$ cat src/am_lock_pkg.sv
`default_nettype none

package am_lock_pkg;

	localparam int N_ALIGNERS_MAX     = 20;	// lanes in the marker table
	localparam int NB_AM_CODE         = 24;	// M0..M2
	localparam int NB_VALID_CNT_MAX   = 5;	// lock threshold field
	localparam int NB_INVALID_CNT_MAX = 3;	// unlock threshold field
	localparam int NB_CSR_ADDR        = 5;	// byte address, regs up to 0x14
	localparam int NB_CSR_DATA        = 32;

	localparam logic [1:0] SYNC_CTRL = 2'b10;	// control block header

	// per-lane {M0, M1, M2}, 100GBASE-R lane order
	localparam logic [NB_AM_CODE-1:0] am_code_table [N_ALIGNERS_MAX] = '{
		24'hC16821, 24'h9D718E, 24'h594BE8, 24'h4D957B, 24'hF50709,
		24'hDD14C2, 24'h9A4A26, 24'h7B4566, 24'hA02476, 24'h68C9FB,
		24'hFD6C99, 24'hB99155, 24'h5CB9B2, 24'h1AF8BD, 24'h83C7CA,
		24'h3536CD, 24'hC4314C, 24'hADD6B7, 24'h5F662A, 24'hC0F0E5
	};

	// 64b block payload, big endian like fig 82-5 (M0 in the top byte)
	typedef union packed {
		logic [63:0] data;	// plain data word
		struct packed {
			logic [7:0] m0;
			logic [7:0] m1;
			logic [7:0] m2;
			logic [7:0] bip3;
			logic [7:0] m4;	// ~m0
			logic [7:0] m5;	// ~m1
			logic [7:0] m6;	// ~m2
			logic [7:0] bip7;	// ~bip3
		} am;
	} block66_payload_u;

endpackage

`default_nettype wire

$ cat src/am_matcher.sv
`timescale 1ns/100ps
`default_nettype none

module am_matcher
	import am_lock_pkg::*;
#(
	parameter N_ALIGNERS = N_ALIGNERS_MAX
)
(
	input  wire                     i_clock,
	input  wire                     i_rst_n,
	input  wire                     i_valid,
	input  wire                     i_block_lock,
	input  wire [1:0]               i_sync_header,
	input  wire block66_payload_u   i_payload,
	input  wire [N_ALIGNERS-1:0]    i_match_mask,	// search mask from the FSM
	output logic                    o_valid,
	output logic                    o_block_lock,
	output logic [N_ALIGNERS-1:0]   o_match_vector,
	output logic                    o_am_valid
);

	logic [NB_AM_CODE-1:0] am_code;
	logic                  is_ctrl;
	logic                  is_compl;
	logic                  is_marker;
	logic [N_ALIGNERS-1:0] hit;

	assign am_code   = {i_payload.am.m0, i_payload.am.m1, i_payload.am.m2};
	assign is_ctrl   = (i_sync_header == SYNC_CTRL);
	// M4..M6 must be the inverse of M0..M2
	assign is_compl  = ({i_payload.am.m4, i_payload.am.m5, i_payload.am.m6} == ~am_code);
	assign is_marker = is_ctrl & is_compl;

	// one comparator per lane code
	always_comb
	begin
		for (int i = 0; i < N_ALIGNERS; i++)
			hit[i] = is_marker && (am_code == am_code_table[i]);
	end

	always_ff @(posedge i_clock or negedge i_rst_n)
	begin
		if (!i_rst_n)
		begin
			o_valid      <= 1'b0;
			o_block_lock <= 1'b0;
			o_am_valid   <= 1'b0;
		end
		else
		begin
			o_valid      <= i_valid;
			o_block_lock <= i_block_lock;
			o_am_valid   <= |(hit & i_match_mask);	// any hit left unmasked
		end
	end

	// raw hits, FSM narrows the mask from these
	always_ff @(posedge i_clock)
		o_match_vector <= hit;

endmodule

`default_nettype wire

$ cat src/am_lock_fsm.sv
`timescale 1ns/100ps
`default_nettype none

module am_lock_fsm
#(
	parameter N_ALIGNERS     = 20,
	parameter NB_AM_PERIOD   = 14,
	parameter NB_VALID_CNT   = 5,
	parameter NB_INVALID_CNT = 3
)
(
	input  wire                      i_clock,
	input  wire                      i_rst_n,
	input  wire                      i_enable,
	input  wire                      i_valid,
	input  wire                      i_block_lock,
	input  wire                      i_am_valid,
	input  wire [N_ALIGNERS-1:0]     i_match_vector,
	input  wire [NB_VALID_CNT-1:0]   i_lock_thr,	// good markers needed to lock
	input  wire [NB_INVALID_CNT-1:0] i_unlock_thr,	// missing markers tolerated
	input  wire [NB_AM_PERIOD-1:0]   i_am_period,	// blocks between markers
	output logic [N_ALIGNERS-1:0]    o_match_mask,
	output logic                     o_am_lock,
	output logic                     o_start_of_lane,
	output logic                     o_resync_by_am_start
);

	// one-hot states
	localparam logic [3:0] INIT     = 4'b1000;
	localparam logic [3:0] WAIT_1ST = 4'b0100;
	localparam logic [3:0] WAIT_2ND = 4'b0010;
	localparam logic [3:0] LOCKED   = 4'b0001;

	logic [3:0]                state, next_state;
	logic                      am_lock_next;
	logic [N_ALIGNERS-1:0]     match_mask_next;
	logic [NB_AM_PERIOD-1:0]   timer_search;	// marker search position
	logic [NB_AM_PERIOD-1:0]   timer_lane;	// start-of-lane position
	logic [NB_VALID_CNT-1:0]   valid_cnt;
	logic [NB_INVALID_CNT-1:0] invalid_cnt;
	logic                      first_lock;	// set after first lock since INIT
	logic                      adv, search_done, lane_done;
	logic                      valid_full, invalid_full;
	logic                      lock_event, rst_search, rst_valid_cnt, clr_invalid_cnt;

	assign adv          = i_enable & i_valid;
	assign search_done  = (timer_search == i_am_period);
	assign lane_done    = (timer_lane == i_am_period);
	assign valid_full   = (valid_cnt == i_lock_thr);
	assign invalid_full = (invalid_cnt == i_unlock_thr);

	always_comb
	begin
		next_state      = state;
		am_lock_next    = o_am_lock;
		match_mask_next = o_match_mask;
		lock_event      = 1'b0;
		rst_search      = 1'b0;
		rst_valid_cnt   = 1'b0;
		clr_invalid_cnt = 1'b0;
		case (state)
			INIT:
			begin
				am_lock_next    = 1'b0;
				match_mask_next = '1;
				rst_valid_cnt   = 1'b1;
				next_state      = WAIT_1ST;
			end
			WAIT_1ST:
			if (i_am_valid)
			begin
				rst_search      = 1'b1;	// align search timer to this marker
				rst_valid_cnt   = 1'b1;
				match_mask_next = i_match_vector;	// narrow to the lane seen
				next_state      = WAIT_2ND;
			end
			WAIT_2ND:
			if (search_done && i_am_valid && valid_full)
			begin
				am_lock_next    = 1'b1;
				lock_event      = 1'b1;
				clr_invalid_cnt = 1'b1;
				next_state      = LOCKED;
			end
			else if (search_done && !i_am_valid)
			begin
				match_mask_next = '1;	// marker missing, search again
				next_state      = WAIT_1ST;
			end
			LOCKED:
			if (search_done && i_am_valid)
				clr_invalid_cnt = 1'b1;
			else if (search_done && !i_am_valid && invalid_full)
			begin
				am_lock_next    = 1'b0;
				match_mask_next = '1;
				rst_valid_cnt   = 1'b1;
				clr_invalid_cnt = 1'b1;
				next_state      = WAIT_1ST;
			end
			default:
				next_state = INIT;
		endcase
	end

	always_ff @(posedge i_clock or negedge i_rst_n)
	begin
		if (!i_rst_n)
		begin
			state        <= INIT;
			o_am_lock    <= 1'b0;
			o_match_mask <= '1;
		end
		else if (!i_block_lock)	// block lock lost, restart at once
		begin
			state        <= INIT;
			o_am_lock    <= 1'b0;
			o_match_mask <= '1;
		end
		else if (adv)
		begin
			state        <= next_state;
			o_am_lock    <= am_lock_next;
			o_match_mask <= match_mask_next;
		end
	end

	always_ff @(posedge i_clock or negedge i_rst_n)
	begin
		if (!i_rst_n)
		begin
			timer_search <= NB_AM_PERIOD'(1);
			timer_lane   <= NB_AM_PERIOD'(1);
		end
		else
		begin
			if (adv && rst_search)
				timer_search <= NB_AM_PERIOD'(1);
			else if (i_valid)
				timer_search <= search_done ? NB_AM_PERIOD'(1) : timer_search + 1'b1;
			if (adv && lock_event)	// lane timer follows the new lock position
				timer_lane <= NB_AM_PERIOD'(1);
			else if (i_valid)
				timer_lane <= lane_done ? NB_AM_PERIOD'(1) : timer_lane + 1'b1;
		end
	end

	// good marker run and missing marker run, both sampled at search expiry
	always_ff @(posedge i_clock or negedge i_rst_n)
	begin
		if (!i_rst_n)
		begin
			valid_cnt   <= '0;
			invalid_cnt <= '0;
		end
		else if (adv)
		begin
			if (rst_valid_cnt)
				valid_cnt <= '0;
			else if (search_done)
				valid_cnt <= i_am_valid ? valid_cnt + 1'b1 : '0;
			if (clr_invalid_cnt)
				invalid_cnt <= '0;
			else if (search_done && !i_am_valid)
				invalid_cnt <= invalid_cnt + 1'b1;
		end
	end

	always_ff @(posedge i_clock or negedge i_rst_n)
	begin
		if (!i_rst_n)
			first_lock <= 1'b0;
		else if (state == INIT)
			first_lock <= 1'b0;
		else if (adv && lock_event)
			first_lock <= 1'b1;
	end

	assign o_start_of_lane = i_valid & lane_done;
	// first lock, or relock at a different position, needs a new deskew
	assign o_resync_by_am_start = adv & lock_event & (!first_lock || (timer_lane != timer_search));

endmodule

`default_nettype wire

$ cat src/am_lane_status.sv
`timescale 1ns/100ps
`default_nettype none

module am_lane_status
#(
	parameter N_ALIGNERS = 20
)
(
	input  wire                  i_clock,
	input  wire                  i_rst_n,
	input  wire                  i_am_lock,
	input  wire [N_ALIGNERS-1:0] i_match_mask,	// one-hot once locked
	input  wire                  i_resync,
	output logic [4:0]           o_lane_id,
	output logic [15:0]          o_resync_count
);

	logic [4:0] lane_enc;

	// index of lowest set bit, all ones if empty
	always_comb
	begin
		lane_enc = '1;
		for (int i = N_ALIGNERS - 1; i >= 0; i--)
			if (i_match_mask[i])
				lane_enc = 5'(i);
	end

	always_ff @(posedge i_clock or negedge i_rst_n)
	begin
		if (!i_rst_n)
		begin
			o_lane_id      <= '1;	// no lane yet
			o_resync_count <= '0;
		end
		else
		begin
			o_lane_id <= i_am_lock ? lane_enc : 5'h1F;
			if (i_resync && (o_resync_count != 16'hFFFF))	// saturate
				o_resync_count <= o_resync_count + 1'b1;
		end
	end

endmodule

`default_nettype wire

$ cat src/am_csr_axil.sv
`timescale 1ns/100ps
`default_nettype none

module am_csr_axil
	import am_lock_pkg::*;
#(
	parameter NB_AM_PERIOD   = 14,
	parameter NB_VALID_CNT   = NB_VALID_CNT_MAX,
	parameter NB_INVALID_CNT = NB_INVALID_CNT_MAX
)
(
	input  wire                       i_clock,
	input  wire                       i_rst_n,
	input  wire [NB_CSR_ADDR-1:0]     i_awaddr,
	input  wire                       i_awvalid,
	output logic                      o_awready,
	input  wire [NB_CSR_DATA-1:0]     i_wdata,
	input  wire                       i_wvalid,
	output logic                      o_wready,
	output logic                      o_bvalid,
	input  wire                       i_bready,
	input  wire [NB_CSR_ADDR-1:0]     i_araddr,
	input  wire                       i_arvalid,
	output logic                      o_arready,
	output logic [NB_CSR_DATA-1:0]    o_rdata,
	output logic                      o_rvalid,
	input  wire                       i_rready,
	input  wire                       i_am_lock,
	input  wire [4:0]                 i_lane_id,
	input  wire [15:0]                i_resync_count,
	output logic                      o_enable,
	output logic [NB_VALID_CNT-1:0]   o_lock_thr,
	output logic [NB_INVALID_CNT-1:0] o_unlock_thr,
	output logic [NB_AM_PERIOD-1:0]   o_am_period
);

	localparam logic [NB_CSR_ADDR-1:0] ADDR_ENABLE = 5'h00;
	localparam logic [NB_CSR_ADDR-1:0] ADDR_LOCK   = 5'h04;
	localparam logic [NB_CSR_ADDR-1:0] ADDR_UNLOCK = 5'h08;
	localparam logic [NB_CSR_ADDR-1:0] ADDR_PERIOD = 5'h0C;
	localparam logic [NB_CSR_ADDR-1:0] ADDR_STATUS = 5'h10;
	localparam logic [NB_CSR_ADDR-1:0] ADDR_RESYNC = 5'h14;

	logic                   wr_fire;
	logic                   rd_fire;
	logic [NB_CSR_DATA-1:0] rd_mux;

	// AW and W taken together, only while no B is pending
	assign o_awready = i_awvalid & i_wvalid & ~o_bvalid;
	assign o_wready  = o_awready;
	assign wr_fire   = o_awready;
	assign o_arready = ~o_rvalid;
	assign rd_fire   = i_arvalid & o_arready;

	always_ff @(posedge i_clock or negedge i_rst_n)
	begin
		if (!i_rst_n)
		begin
			o_enable     <= 1'b1;
			o_lock_thr   <= NB_VALID_CNT'(4);
			o_unlock_thr <= NB_INVALID_CNT'(4);
			o_am_period  <= NB_AM_PERIOD'(16383);
		end
		else if (wr_fire)
		begin
			case (i_awaddr)	// other addresses dropped
				ADDR_ENABLE: o_enable     <= i_wdata[0];
				ADDR_LOCK:   o_lock_thr   <= i_wdata[NB_VALID_CNT-1:0];
				ADDR_UNLOCK: o_unlock_thr <= i_wdata[NB_INVALID_CNT-1:0];
				ADDR_PERIOD: o_am_period  <= i_wdata[NB_AM_PERIOD-1:0];
				default: ;
			endcase
		end
	end

	always_comb
	begin
		case (i_araddr)
			ADDR_ENABLE: rd_mux = NB_CSR_DATA'(o_enable);
			ADDR_LOCK:   rd_mux = NB_CSR_DATA'(o_lock_thr);
			ADDR_UNLOCK: rd_mux = NB_CSR_DATA'(o_unlock_thr);
			ADDR_PERIOD: rd_mux = NB_CSR_DATA'(o_am_period);
			ADDR_STATUS: rd_mux = {19'd0, i_lane_id, 7'd0, i_am_lock};	// lane id in [12:8]
			ADDR_RESYNC: rd_mux = {16'd0, i_resync_count};
			default:     rd_mux = '0;
		endcase
	end

	// B and R held until the master takes them
	always_ff @(posedge i_clock or negedge i_rst_n)
	begin
		if (!i_rst_n)
		begin
			o_bvalid <= 1'b0;
			o_rvalid <= 1'b0;
		end
		else
		begin
			if (wr_fire)
				o_bvalid <= 1'b1;
			else if (i_bready)
				o_bvalid <= 1'b0;
			if (rd_fire)
				o_rvalid <= 1'b1;
			else if (i_rready)
				o_rvalid <= 1'b0;
		end
	end

	always_ff @(posedge i_clock)
		if (rd_fire)
			o_rdata <= rd_mux;

endmodule

`default_nettype wire

$ cat src/am_lock_top.sv
`timescale 1ns/100ps
`default_nettype none

module am_lock_top
	import am_lock_pkg::*;
#(
	parameter N_ALIGNERS     = 20,
	parameter NB_AM_PERIOD   = 14,
	parameter NB_VALID_CNT   = NB_VALID_CNT_MAX,
	parameter NB_INVALID_CNT = NB_INVALID_CNT_MAX
)
(
	input  wire                    i_clock,
	input  wire                    i_rst_n,
	input  wire                    i_valid,
	input  wire [1:0]              i_sync_header,
	input  wire block66_payload_u  i_payload,
	input  wire                    i_block_lock,
	input  wire [NB_CSR_ADDR-1:0]  i_awaddr,
	input  wire                    i_awvalid,
	output logic                   o_awready,
	input  wire [NB_CSR_DATA-1:0]  i_wdata,
	input  wire                    i_wvalid,
	output logic                   o_wready,
	output logic                   o_bvalid,
	input  wire                    i_bready,
	input  wire [NB_CSR_ADDR-1:0]  i_araddr,
	input  wire                    i_arvalid,
	output logic                   o_arready,
	output logic [NB_CSR_DATA-1:0] o_rdata,
	output logic                   o_rvalid,
	input  wire                    i_rready,
	output logic                   o_am_lock,
	output logic                   o_start_of_lane,
	output logic                   o_resync_by_am_start,
	output logic [4:0]             o_lane_id
);

	logic                      m_valid, m_block_lock, am_valid;	// matcher stage out
	logic [N_ALIGNERS-1:0]     match_vector, match_mask;
	logic                      enable;
	logic [NB_VALID_CNT-1:0]   lock_thr;
	logic [NB_INVALID_CNT-1:0] unlock_thr;
	logic [NB_AM_PERIOD-1:0]   am_period;
	logic [15:0]               resync_count;

	am_matcher #(.N_ALIGNERS(N_ALIGNERS)) u_matcher (
		.i_clock(i_clock), .i_rst_n(i_rst_n), .i_valid(i_valid), .i_block_lock(i_block_lock),
		.i_sync_header(i_sync_header), .i_payload(i_payload), .i_match_mask(match_mask),
		.o_valid(m_valid), .o_block_lock(m_block_lock), .o_match_vector(match_vector),
		.o_am_valid(am_valid));

	am_lock_fsm #(.N_ALIGNERS(N_ALIGNERS), .NB_AM_PERIOD(NB_AM_PERIOD),
		.NB_VALID_CNT(NB_VALID_CNT), .NB_INVALID_CNT(NB_INVALID_CNT)) u_fsm (
		.i_clock(i_clock), .i_rst_n(i_rst_n), .i_enable(enable), .i_valid(m_valid),
		.i_block_lock(m_block_lock), .i_am_valid(am_valid), .i_match_vector(match_vector),
		.i_lock_thr(lock_thr), .i_unlock_thr(unlock_thr), .i_am_period(am_period),
		.o_match_mask(match_mask), .o_am_lock(o_am_lock), .o_start_of_lane(o_start_of_lane),
		.o_resync_by_am_start(o_resync_by_am_start));

	am_lane_status #(.N_ALIGNERS(N_ALIGNERS)) u_status (
		.i_clock(i_clock), .i_rst_n(i_rst_n), .i_am_lock(o_am_lock), .i_match_mask(match_mask),
		.i_resync(o_resync_by_am_start), .o_lane_id(o_lane_id), .o_resync_count(resync_count));

	am_csr_axil #(.NB_AM_PERIOD(NB_AM_PERIOD), .NB_VALID_CNT(NB_VALID_CNT),
		.NB_INVALID_CNT(NB_INVALID_CNT)) u_csr (
		.i_clock(i_clock), .i_rst_n(i_rst_n),
		.i_awaddr(i_awaddr), .i_awvalid(i_awvalid), .o_awready(o_awready),
		.i_wdata(i_wdata), .i_wvalid(i_wvalid), .o_wready(o_wready),
		.o_bvalid(o_bvalid), .i_bready(i_bready),
		.i_araddr(i_araddr), .i_arvalid(i_arvalid), .o_arready(o_arready),
		.o_rdata(o_rdata), .o_rvalid(o_rvalid), .i_rready(i_rready),
		.i_am_lock(o_am_lock), .i_lane_id(o_lane_id), .i_resync_count(resync_count),
		.o_enable(enable), .o_lock_thr(lock_thr), .o_unlock_thr(unlock_thr),
		.o_am_period(am_period));

endmodule

`default_nettype wire

$ cat config.mk
export PLATFORM = sky130hd
export DESIGN_NAME = am_lock_top
export DESIGN_NICKNAME = d
export VERILOG_FILES = /design/src/am_lock_pkg.sv /design/src/am_matcher.sv /design/src/am_lock_fsm.sv /design/src/am_lane_status.sv /design/src/am_csr_axil.sv /design/src/am_lock_top.sv
export SDC_FILE = /design/constraint.sdc
export NUM_CORES = 1
export LEC_CHECK = 0
export BUFFER_PORTS_ARGS = -buffer_cell sky130_fd_sc_hd__buf_4
export CAP_MARGIN = 10
export CORE_UTILIZATION = 50
export DETAILED_ROUTE_END_ITERATION = 16
export HOLD_SLACK_MARGIN = 0.05
export PLACE_DENSITY_LB_ADDON = 0.12
export SYNTH_ARGS = -nofsm -noshare
export SYNTH_HDL_FRONTEND = slang
export SYNTH_SLANG_ARGS = --single-unit
$ cat constraint.sdc
create_clock -name i_clock -period 4.85 [get_ports i_clock]
set_input_delay 0.2425 -clock i_clock [delete_from_list [all_inputs] [get_ports i_clock]]
set_output_delay 0.2425 -clock i_clock [all_outputs]
set_load 0.05 [all_outputs]
; ---- Yosys cells after proc, flatten, opt, wreduce, memory -nomap -nowiden
; Index checks and enable logic that the tools add are counted.
[classes]
eq_ne = 50
add_sub_neg = 5
n_reduce_logical = 49
n_mux = 70
n_bitwise = 12
[ops]
columns = op, count
row1 = $eq A24 B24 Y1 const B, 12
row2 = $eq A24 B23 Y1 const B, 6
row3 = $mux W20, 7
row4 = $mux W5, 23
row5 = $pmux W16 S6, 1
row6 = $mux W14, 6
row7 = $pmux W20 S4, 1
row8 = $mux W4, 8
row9 = $add A14 B1 Y14 const B, 2
row10 = $eq A14 B14 Y1, 2
row11 = $logic_and A1 B1 Y1, 27
row12 = $eq A24 B21 Y1 const B, 1
row13 = $eq A24 B22 Y1 const B, 1
row14 = $eq A24 B24 Y1, 1
row15 = $not A24 Y24, 1
row16 = $and A20 B20 Y20, 1
row17 = $eq A5 B4 Y1 const B, 4
row18 = $reduce_or A20 Y1, 1
row19 = $mux W1, 18
row20 = $add A16 B1 Y16 const B, 1
row21 = $ne A16 B16 Y1 const B, 1
row22 = $pmux W4 S4, 1
row23 = $ne A14 B14 Y1, 1
row24 = $reduce_bool A2 Y1, 7
row25 = 28 further kinds, 52
[totals]
output_inout_bits = 45
word_cells = 207
input_bits = 117
reg_bits = 163

; ---- Logic depth before layout (Yosys ltp)
; Gate-level depths: netlist (run 1).
[depth]
depth_word = 21
ltp_mapped = 10
mapped_depth_nobuf = 8

; ---- By module
; A second synthesis (run 1) with hierarchy kept.
[unflattened]
hier_cells = 906
area_unflattened_um2 = 9014.9
[modules_own_cells]
columns = mod, cells_each, area_each_um2, n_inst, seq_area_each_um2
row1 = am_lock_fsm, 394, 3722.3, 1, 1580.3
row2 = am_matcher, 251, 2098.3, 1, 475.5
row3 = am_csr_axil, 145, 2048.2, 1, 1127.3
row4 = am_lane_status, 116, 1146.1, 1, 531.8

; ---- Least setup slack after synthesis (run 1)
; No wires, ideal clock.
[synth_timing]
path_kind = reg2reg
startpoint = reg u_csr.o_am_period[6]
endpoint = reg u_status.o_resync_count[12]
period_less_slack_ps = 2826
setup_ps = 127
path_buffers = 2
arrival_ps = 2698
required_time_ps = 4723
path_stages_with_launch = 10
path_slack_ps = 2024
cell_sequence = dfstp_2 -> xor2_1 -> nor4_1 -> and4_1 -> buf_6 -> nand2_4 -> buf_2 -> nor3_2 -> nand4_1 -> mux2_1
[synth_via]
elab_chain_cells = 8
[synth_rtl]
columns = element, line
row1 = start: declaration, am_csr_axil.sv:34  ; output logic [NB_AM_PERIOD-1:0] o_am_period
row2 = start signal: assignment, am_csr_axil.sv:70  ; ADDR_PERIOD: o_am_period <= i_wdata[NB_AM_PERIOD-1:0];
row3 = $eq A14 B14 Y1, am_lock_fsm.sv:47  ; assign search_done = (timer_search == i_am_period);
row4 = $logic_and A1 B1 Y1 (2 in series), am_lock_fsm.sv:78  ; if (search_done && i_am_valid && valid_full)
row5 = $mux W1, am_lock_fsm.sv:78
row6 = $mux W1, am_lock_fsm.sv:61  ; case (state)
row7 = $and A1 B1 Y1 (2 in series), am_lock_fsm.sv:181  ; assign o_resync_by_am_start = adv & lock_event & (!first_lock || (timer_lane != timer_search));
row8 = via o_resync_by_am_start, am_lock_top.sv:35  ; output logic o_resync_by_am_start,
row9 = $logic_and A1 B1 Y1, am_lane_status.sv:39  ; if (i_resync && (o_resync_count != 16'hFFFF))
row10 = end signal: assignment, am_lane_status.sv:40  ; o_resync_count <= o_resync_count + 1'b1;
row11 = end: declaration, am_lane_status.sv:15  ; output logic [15:0] o_resync_count
; The timed path passes the listed nets, and every way through them passes these cells.
; A chain may end at the register's enable or synchronous reset.

; ---- Worst setup path in the final report (run 1)
[layout_timing]
startpoint = reg u_csr.o_am_period[2]
endpoint = reg u_status.o_resync_count[1]
[layout_via]
elab_chain_cells = 8
[layout_rtl]
columns = element, line
row1 = $eq A14 B14 Y1, am_lock_fsm.sv:47
row2 = $logic_and A1 B1 Y1 (2 in series), am_lock_fsm.sv:78
row3 = $mux W1, am_lock_fsm.sv:78
row4 = $mux W1, am_lock_fsm.sv:61
row5 = $and A1 B1 Y1 (2 in series), am_lock_fsm.sv:181
row6 = $logic_and A1 B1 Y1, am_lane_status.sv:39
; Every way passes these cells.

==> results of run 1 <==
==> state kept, by name, summed over array words and instances (netlist names) <==
register                  count
u_csr.o_am_period            14
u_csr.o_bvalid                1
u_csr.o_enable                1
u_csr.o_lock_thr              5
u_csr.o_rdata                16
u_csr.o_rvalid                1
u_csr.o_unlock_thr            3
u_fsm.first_lock              1
u_fsm.invalid_cnt             3
u_fsm.o_am_lock               1
u_fsm.o_match_mask           20
u_fsm.state                   4
u_fsm.timer_lane             14
u_fsm.timer_search           14
u_fsm.valid_cnt               5
u_matcher.o_am_valid          1
u_matcher.o_block_lock        1
u_matcher.o_match_vector     20
u_matcher.o_valid             1
u_status.o_lane_id            5
u_status.o_resync_count      16
==> stage by stage <==
step / utilization [%] / setup slack, ns / instances / hold slack, ns / total power [mW]
detailed placement: 56.4 / 1.66 / 1199 / 0.337 / 2.42
CTS: 60.5 / 1.63 / 1242 / 0.0539 / 3.71
floorplan: - / 2.02 / 926 / -0.0531 / 2.17
global route: 60.5 / 1.29 / 1242 / 0.0588 / 3.88
global placement: 56.4 / 1.69 / 1199 / 0.332 / 2.41
finish: 60.5 / 1.59 / 1242 / 0.0557 / 3.71
==> kinds of logic after synthesis <==
group	Yosys count	synth area share, %
buf+inv	99	5.67
xor+xnor	101	10.4
mux	31	4.15
other cells	1	0.0440
flops	147	43.6
compound gates	144	10.9
fa+ha+maj	5	0.734
simple gates	383	24.6
==> layout by cell type, fill, tap and decap left out, drive strengths merged, types with 40 or more instances in the layout <==
master / n
xor2: 58
xnor2: 43
nand2: 60
buf: 115
dfrtp: 66
dfstp: 45
inv: 46
o21ai: 63
nor2: 85
nand4: 40
==> per-layer routing <==
| layer | vias to the layer above | part of all wire (%) |
|---|---|---|
| li1 | 3425 | - |
| met1 | 3519 | 47 |
| met2 | 294 | 45 |
| met3 | 36 | 6.5 |
| met4 | 0 | 2.0 |
| met5 | - | 0 |
==> worst max-delay path, stage by stage, from the launching register on <==
cell	delay (ns)
dfstp_2	0.59
xor2_1	0.11
nor4_1	0.48
and4_1	0.53
nand2_4	0.21
nor4_4	0.79
mux2_2	0.42
==> how the worst min path moves through the flow <==
| stage | to | cells past startpoint | slack [ns] |
|---|---|---|---|
| after floorplan | u_csr.o_bvalid | 0 | -0.05 |
| after global placement | u_fsm.timer_lane[11] | 1 | 0.33 |
| after detailed placement | u_fsm.timer_lane[11] | 1 | 0.34 |
| after CTS | u_csr.o_am_period[8] | 2 | 0.05 |
| after global routing | u_csr.o_am_period[8] | 2 | 0.06 |
| final | u_csr.o_am_period[8] | 2 | 0.06 |
==> power by group through the flow <==
| stage | clock, mW | sequential, mW | combinational, mW |
|---|---|---|---|
| after floorplan | 0 | 1.59 | 0.577 |
| after global placement | 0 | 1.64 | 0.763 |
| after detailed placement | 0 | 1.65 | 0.774 |
| after CTS | 1.30 | 1.63 | 0.785 |
| after global routing | 1.36 | 1.65 | 0.871 |
| final | 1.29 | 1.63 | 0.787 |
==> cell type report <==
cell class | instances | area (sq um) | area share, %
Tap cell | 220 | 275 | 2.73
Clock inverter | 12 | 104 | 1.03
Multi-Input combinational cell | 680 | 4390 | 43.6
Clock buffer | 20 | 478 | 4.75
Inverter | 37 | 139 | 1.38
Timing Repair Buffer | 126 | 973 | 9.66
Sequential cell | 147 | 3710 | 36.9
==> timing repair <==
item / CTS / global route
endpoints found under the hold margin: 52 / 0
setup buffers: 0 / 0
hold buffers: 11 / 0
==> results.md, run 1 <==
* Synth area leaders: dfrtp_1 19%, dfstp_2 14%, xor2_1 6.0%
* Share of cells above drive strength 1 at 22.8%
* Crit path DAT at 3.58 ns
* CP Data Required Time at 5.17 ns
* Ys flop type: dfrtp_1
* Io pins at 162
* Comb power frac at 21.2%
* Synthesized flop and latch total at 147
* First-pass GRT wire length at 38200 um
* Crit Path Class: reg -> reg
* Worst vdd ir at 0.000274 V
* Tmin final at 3.26 ns
* Max-Cap Viols at 0
* P_leak at 4.26 nW
* Fin Setup TNS at 0 ns
* Final wirelength at 23800 um
* H-Tree Level Count at 4
* Total CTS buffers at 17
* Clk pwr share at 34.8%
* End point of the critical path: u_status.o_resync_count[1]
* Synth Area per Inst at 9.36 sq um
* Post-Syn Area at 8520 sq um
* Final setup fails at 0
* Final Cycle Share at 67.2%
* HP Class: in -> reg
* Post-DP HPWL at 17800 um
* Initial detailed-routing violation count at 505
* Mean routed wirelength per cell at 19.2 um
* Critical Path Start: u_csr.o_am_period[2]
* Die Width at 133 um
* Via/cell ratio at 5.86
* Initial antenna violation count at 0
* Cell with the most instances after synthesis: nor2_1
* CP Capture Type: register
* Fillers at 1436
* Post-route ant nets at 0
* Fmax at 0.307 GHz
* Routability cong. at 0.944
* Synth cell count leaders: 84 x nor2_1, 66 x dfrtp_1, 61 x o21ai_0, 59 x nand2_1, 58 x xor2_1
* Startpoint types: register
* First-pass iteration count of the detailed router at 5
* Hold Vio Cnt, Final at 0
* Slew headroom at 44.8%
* EDFF count, synth at 16
* Clock-pin slew on the worst setup and hold paths at 0.07 ns
* Worst r2r src: u_csr.o_am_period[2]
* Reg2Reg Capture Point: u_status.o_resync_count[1]
* RSZ-0062 raised after global routing: false
* Core box area at 16600 sq um
* P_sw at 1.23 mW
* Hold_sp: i_wdata[8]
* R2r setup slk at 1.59 ns
* Die H at 133 um
* Die area at 17600 sq um
* Clock Sinks at 147
* Area growth from synthesis to layout at 18.2%
* Internal power at 2.48 mW
* Worst-skew pair later-pin latency at 0.44 ns
* Crit-path max FO at 15
* GRT busiest layer: met2
* Sw Ratio at 33.1%
* Largest net degree at the start of global routing at 57
* Status: finished clean
* Pwr/cell area at 369 nW/um^2
* Final Cell Area at 10100 sq um
* Final #Nets at 1131
* Seq pwr share at 44.0%
* Max-slew violations at 0
* Yosys top cell by area: dfrtp_1
* Clock Skews at 0.0132 ns
* Initial Utilization at 51.2%
* Via count at 7274
* GRT Util Overall at 28.4%
* Port bufs at 111
* Netlist cell types at 71
* Met3 GRT Util at 5.79%
* Max clock buf depth at 2
* Top-area cell type share of the netlist area at 19.4%
* Residual DRC at 0
* Cells after synthesis at 911
* Slew @ Worst Pin at 0.821 ns
* CTS tree: built
* Antenna cells at 0
* GR Util met2 at 42.9%
* GRT overflow at 0
* Root buffer cell: clkbuf_16
* Vias in the first global route at 7012
* Synth async-reset ratio at 75.5%
* Ys Warns at 0
* Worst r2r path cells at 6
* CTS resizes at 0
* Met1 usage at 41.0%
* Post-synthesis sequential area ratio at 43.6%
* Area after DPL at 9380 sq um
* Rows at 47
Power figures use the tool's default switching activity.
==> run 2: changes to the inputs <==
- clock period: 4.85 -> 3.1 ns (I/O delays scaled with it)
==> results.md, run 2 (synthesis gave the netlist of run 1 again) <==
* Status: finished clean
* Worst vdd ir at 0.000555 V
* Setup WS pre-CTS at 0.330 ns
* GRT overflow at 0
* Commonest non-fill, non-tap cell in the layout: buf_4
* Hold Vio Cnt, Final at 0
* Clock-pin slew on the worst setup and hold paths at 0.06 ns
* Max-slew violations at 0
* Pwr/cell area at 568 nW/um^2
* Fillers at 1399
* Post-CTS setup buffers at 0
* Post-Route M1 WL at 11300 um
* Crit-path max FO at 4
* Clock Sinks at 147
* Tmin final at 2.84 ns
* Initial antenna violation count at 0
* Startpoint types: register
* CTS tree: built
* Worst r2r src: u_csr.o_am_period[2]
* Total power at 5.85 mW
* Die Width at 133 um
* Met3 wire length at 1370 um
* Fin Setup TNS at 0 ns
* Via count at 7291
* Final Worst Setup Slack at 0.262 ns
* HP Class: in -> reg
* Die H at 133 um
* Final Cell Area at 10300 sq um
* Port bufs at 111
* Routability cong. at 0.937
* Cell Chain, Critical Path: xor2_1 > nor4_1 > and4_1 > nand2_4 > nor3_2 > buf_4
* Final #Nets at 1153
* Max clock buf depth at 2
* Via/cell ratio at 5.77
* P_sw at 1.93 mW
* CP Data Required Time at 2.94 ns
* Hold depth at 3
* P_leak at 4.36 nW
* Area of the multi-input gates at 4390 sq um
* Clock Skews at 0.0124 ns
* Fmax at 0.352 GHz
* Seq pwr share at 43.6%
* Clk pwr share at 34.8%
* Internal power at 3.92 mW
* Post-route ant nets at 0
* Final Cycle Share at 91.6%
* Final std cells w/o fill at 1264
* Io pins at 162
* Area after DPL at 9490 sq um
* Largest net degree at the start of global routing at 59
* Worst path max stage delay at 0.58 ns
* Mean routed wirelength per cell at 18.8 um
* Vias in the first global route at 6849
* Initial detailed-routing violation count at 589
* GRT Util Overall at 28.0%
* Top sig layer: met4
* Reg2Reg Capture Point: u_status.o_resync_count[15]
* Residual DRC at 0
* Biggest registers after layout: u_fsm.o_match_mask (20), u_matcher.o_match_vector (20)
* Worst r2r path cells at 8
* H-Tree Level Count at 4
* Max-Cap Viols at 0
* CP Capture Type: output port
* Antenna cells at 0
* Util after Layout at 61.9%
* First-pass iteration count of the detailed router at 7
* Die area at 17600 sq um
* Core box area at 16600 sq um
* Crit Path Class: reg -> out
* Area occupied by registers at 3710 sq um
* Hold path endpoint: u_matcher.o_match_vector[17]
* Root buffer cell: clkbuf_16
* Post-DP HPWL at 17800 um
* R2r setup slk at 0.32 ns
* Final setup fails at 0
* Hold_ws at 0.114 ns
* Slew headroom at 46.6%
* Share of cells above drive strength 1 at 23.4%
* Area growth from synthesis to layout at 20.8%
* Final wirelength at 23700 um
* Comb power frac at 21.6%
* Slew @ Worst Pin at 0.799 ns
* First-pass GRT wire length at 37500 um
* Crit path DAT at 2.68 ns
* RSZ-0062 raised after global routing: false
* Slowest-stage cell, CP: dfstp_2
* Sw Ratio at 33.0%
* Initial Utilization at 51.2%
* Total CTS buffers at 17
* Rows at 47
* Most frequent cells in the layout: 124 x buf_4, 84 x nor2_1, 66 x dfrtp_1
* Worst-skew pair later-pin latency at 0.42 ns
* DR WL met2 at 10700 um
* Dpl cells at 1210
* Hold_sp: i_payload[61]
run 2: timing repair:
action / 4_1_cts / 5_1_grt
hold buffers: 22 / 0
endpoints found under the hold margin: 68 / 0
gates resized for setup: 0 / 0
run 2: worst max-delay path by stage:
stage,from,to
floorplan,u_csr.o_am_period[6],u_status.o_resync_count[12]
global placement,u_csr.o_am_period[2],u_status.o_resync_count[11]
detailed placement,u_csr.o_am_period[2],u_status.o_resync_count[15]
CTS,u_csr.o_am_period[2],o_resync_by_am_start
global route,u_csr.o_am_period[2],o_resync_by_am_start
finish,u_csr.o_am_period[2],o_resync_by_am_start
run 2: worst max-delay path, delay by kind of cell, from the launching register on:
family | cells | cell delay (ns)
XOR/XNOR | 1 | 0.11
buffers and inverters | 1 | 0.27
flip-flops | 1 | 0.58
AND/OR/NAND/NOR | 4 | 1.30
run 2: power by group through the flow:
stage	sequential, mW	clock (mW)	combinational [mW]
global route	2.58	2.15	1.40
detailed placement	2.58	0	1.23
CTS	2.54	2.07	1.26
floorplan	2.49	0	0.902
global placement	2.57	0	1.22
finish	2.55	2.04	1.27
run 2: routing by layer:
metal  vias to the layer above  global-route usage [%]
li1                       3476                       -
met1                      3505                    40.6
met2                       281                    43.0
met3                        29                    4.52
met4                         0                    8.37
met5                         -                       0
run 2: layout make-up:
cell class | count | area share, %
clock buffers | 20 | 4.64
inverters | 37 | 1.35
flip-flops and latches | 147 | 36.1
multi-input cells | 680 | 42.6
repair buffers | 148 | 11.6
clock inverters | 12 | 1.11
well taps | 220 | 2.67
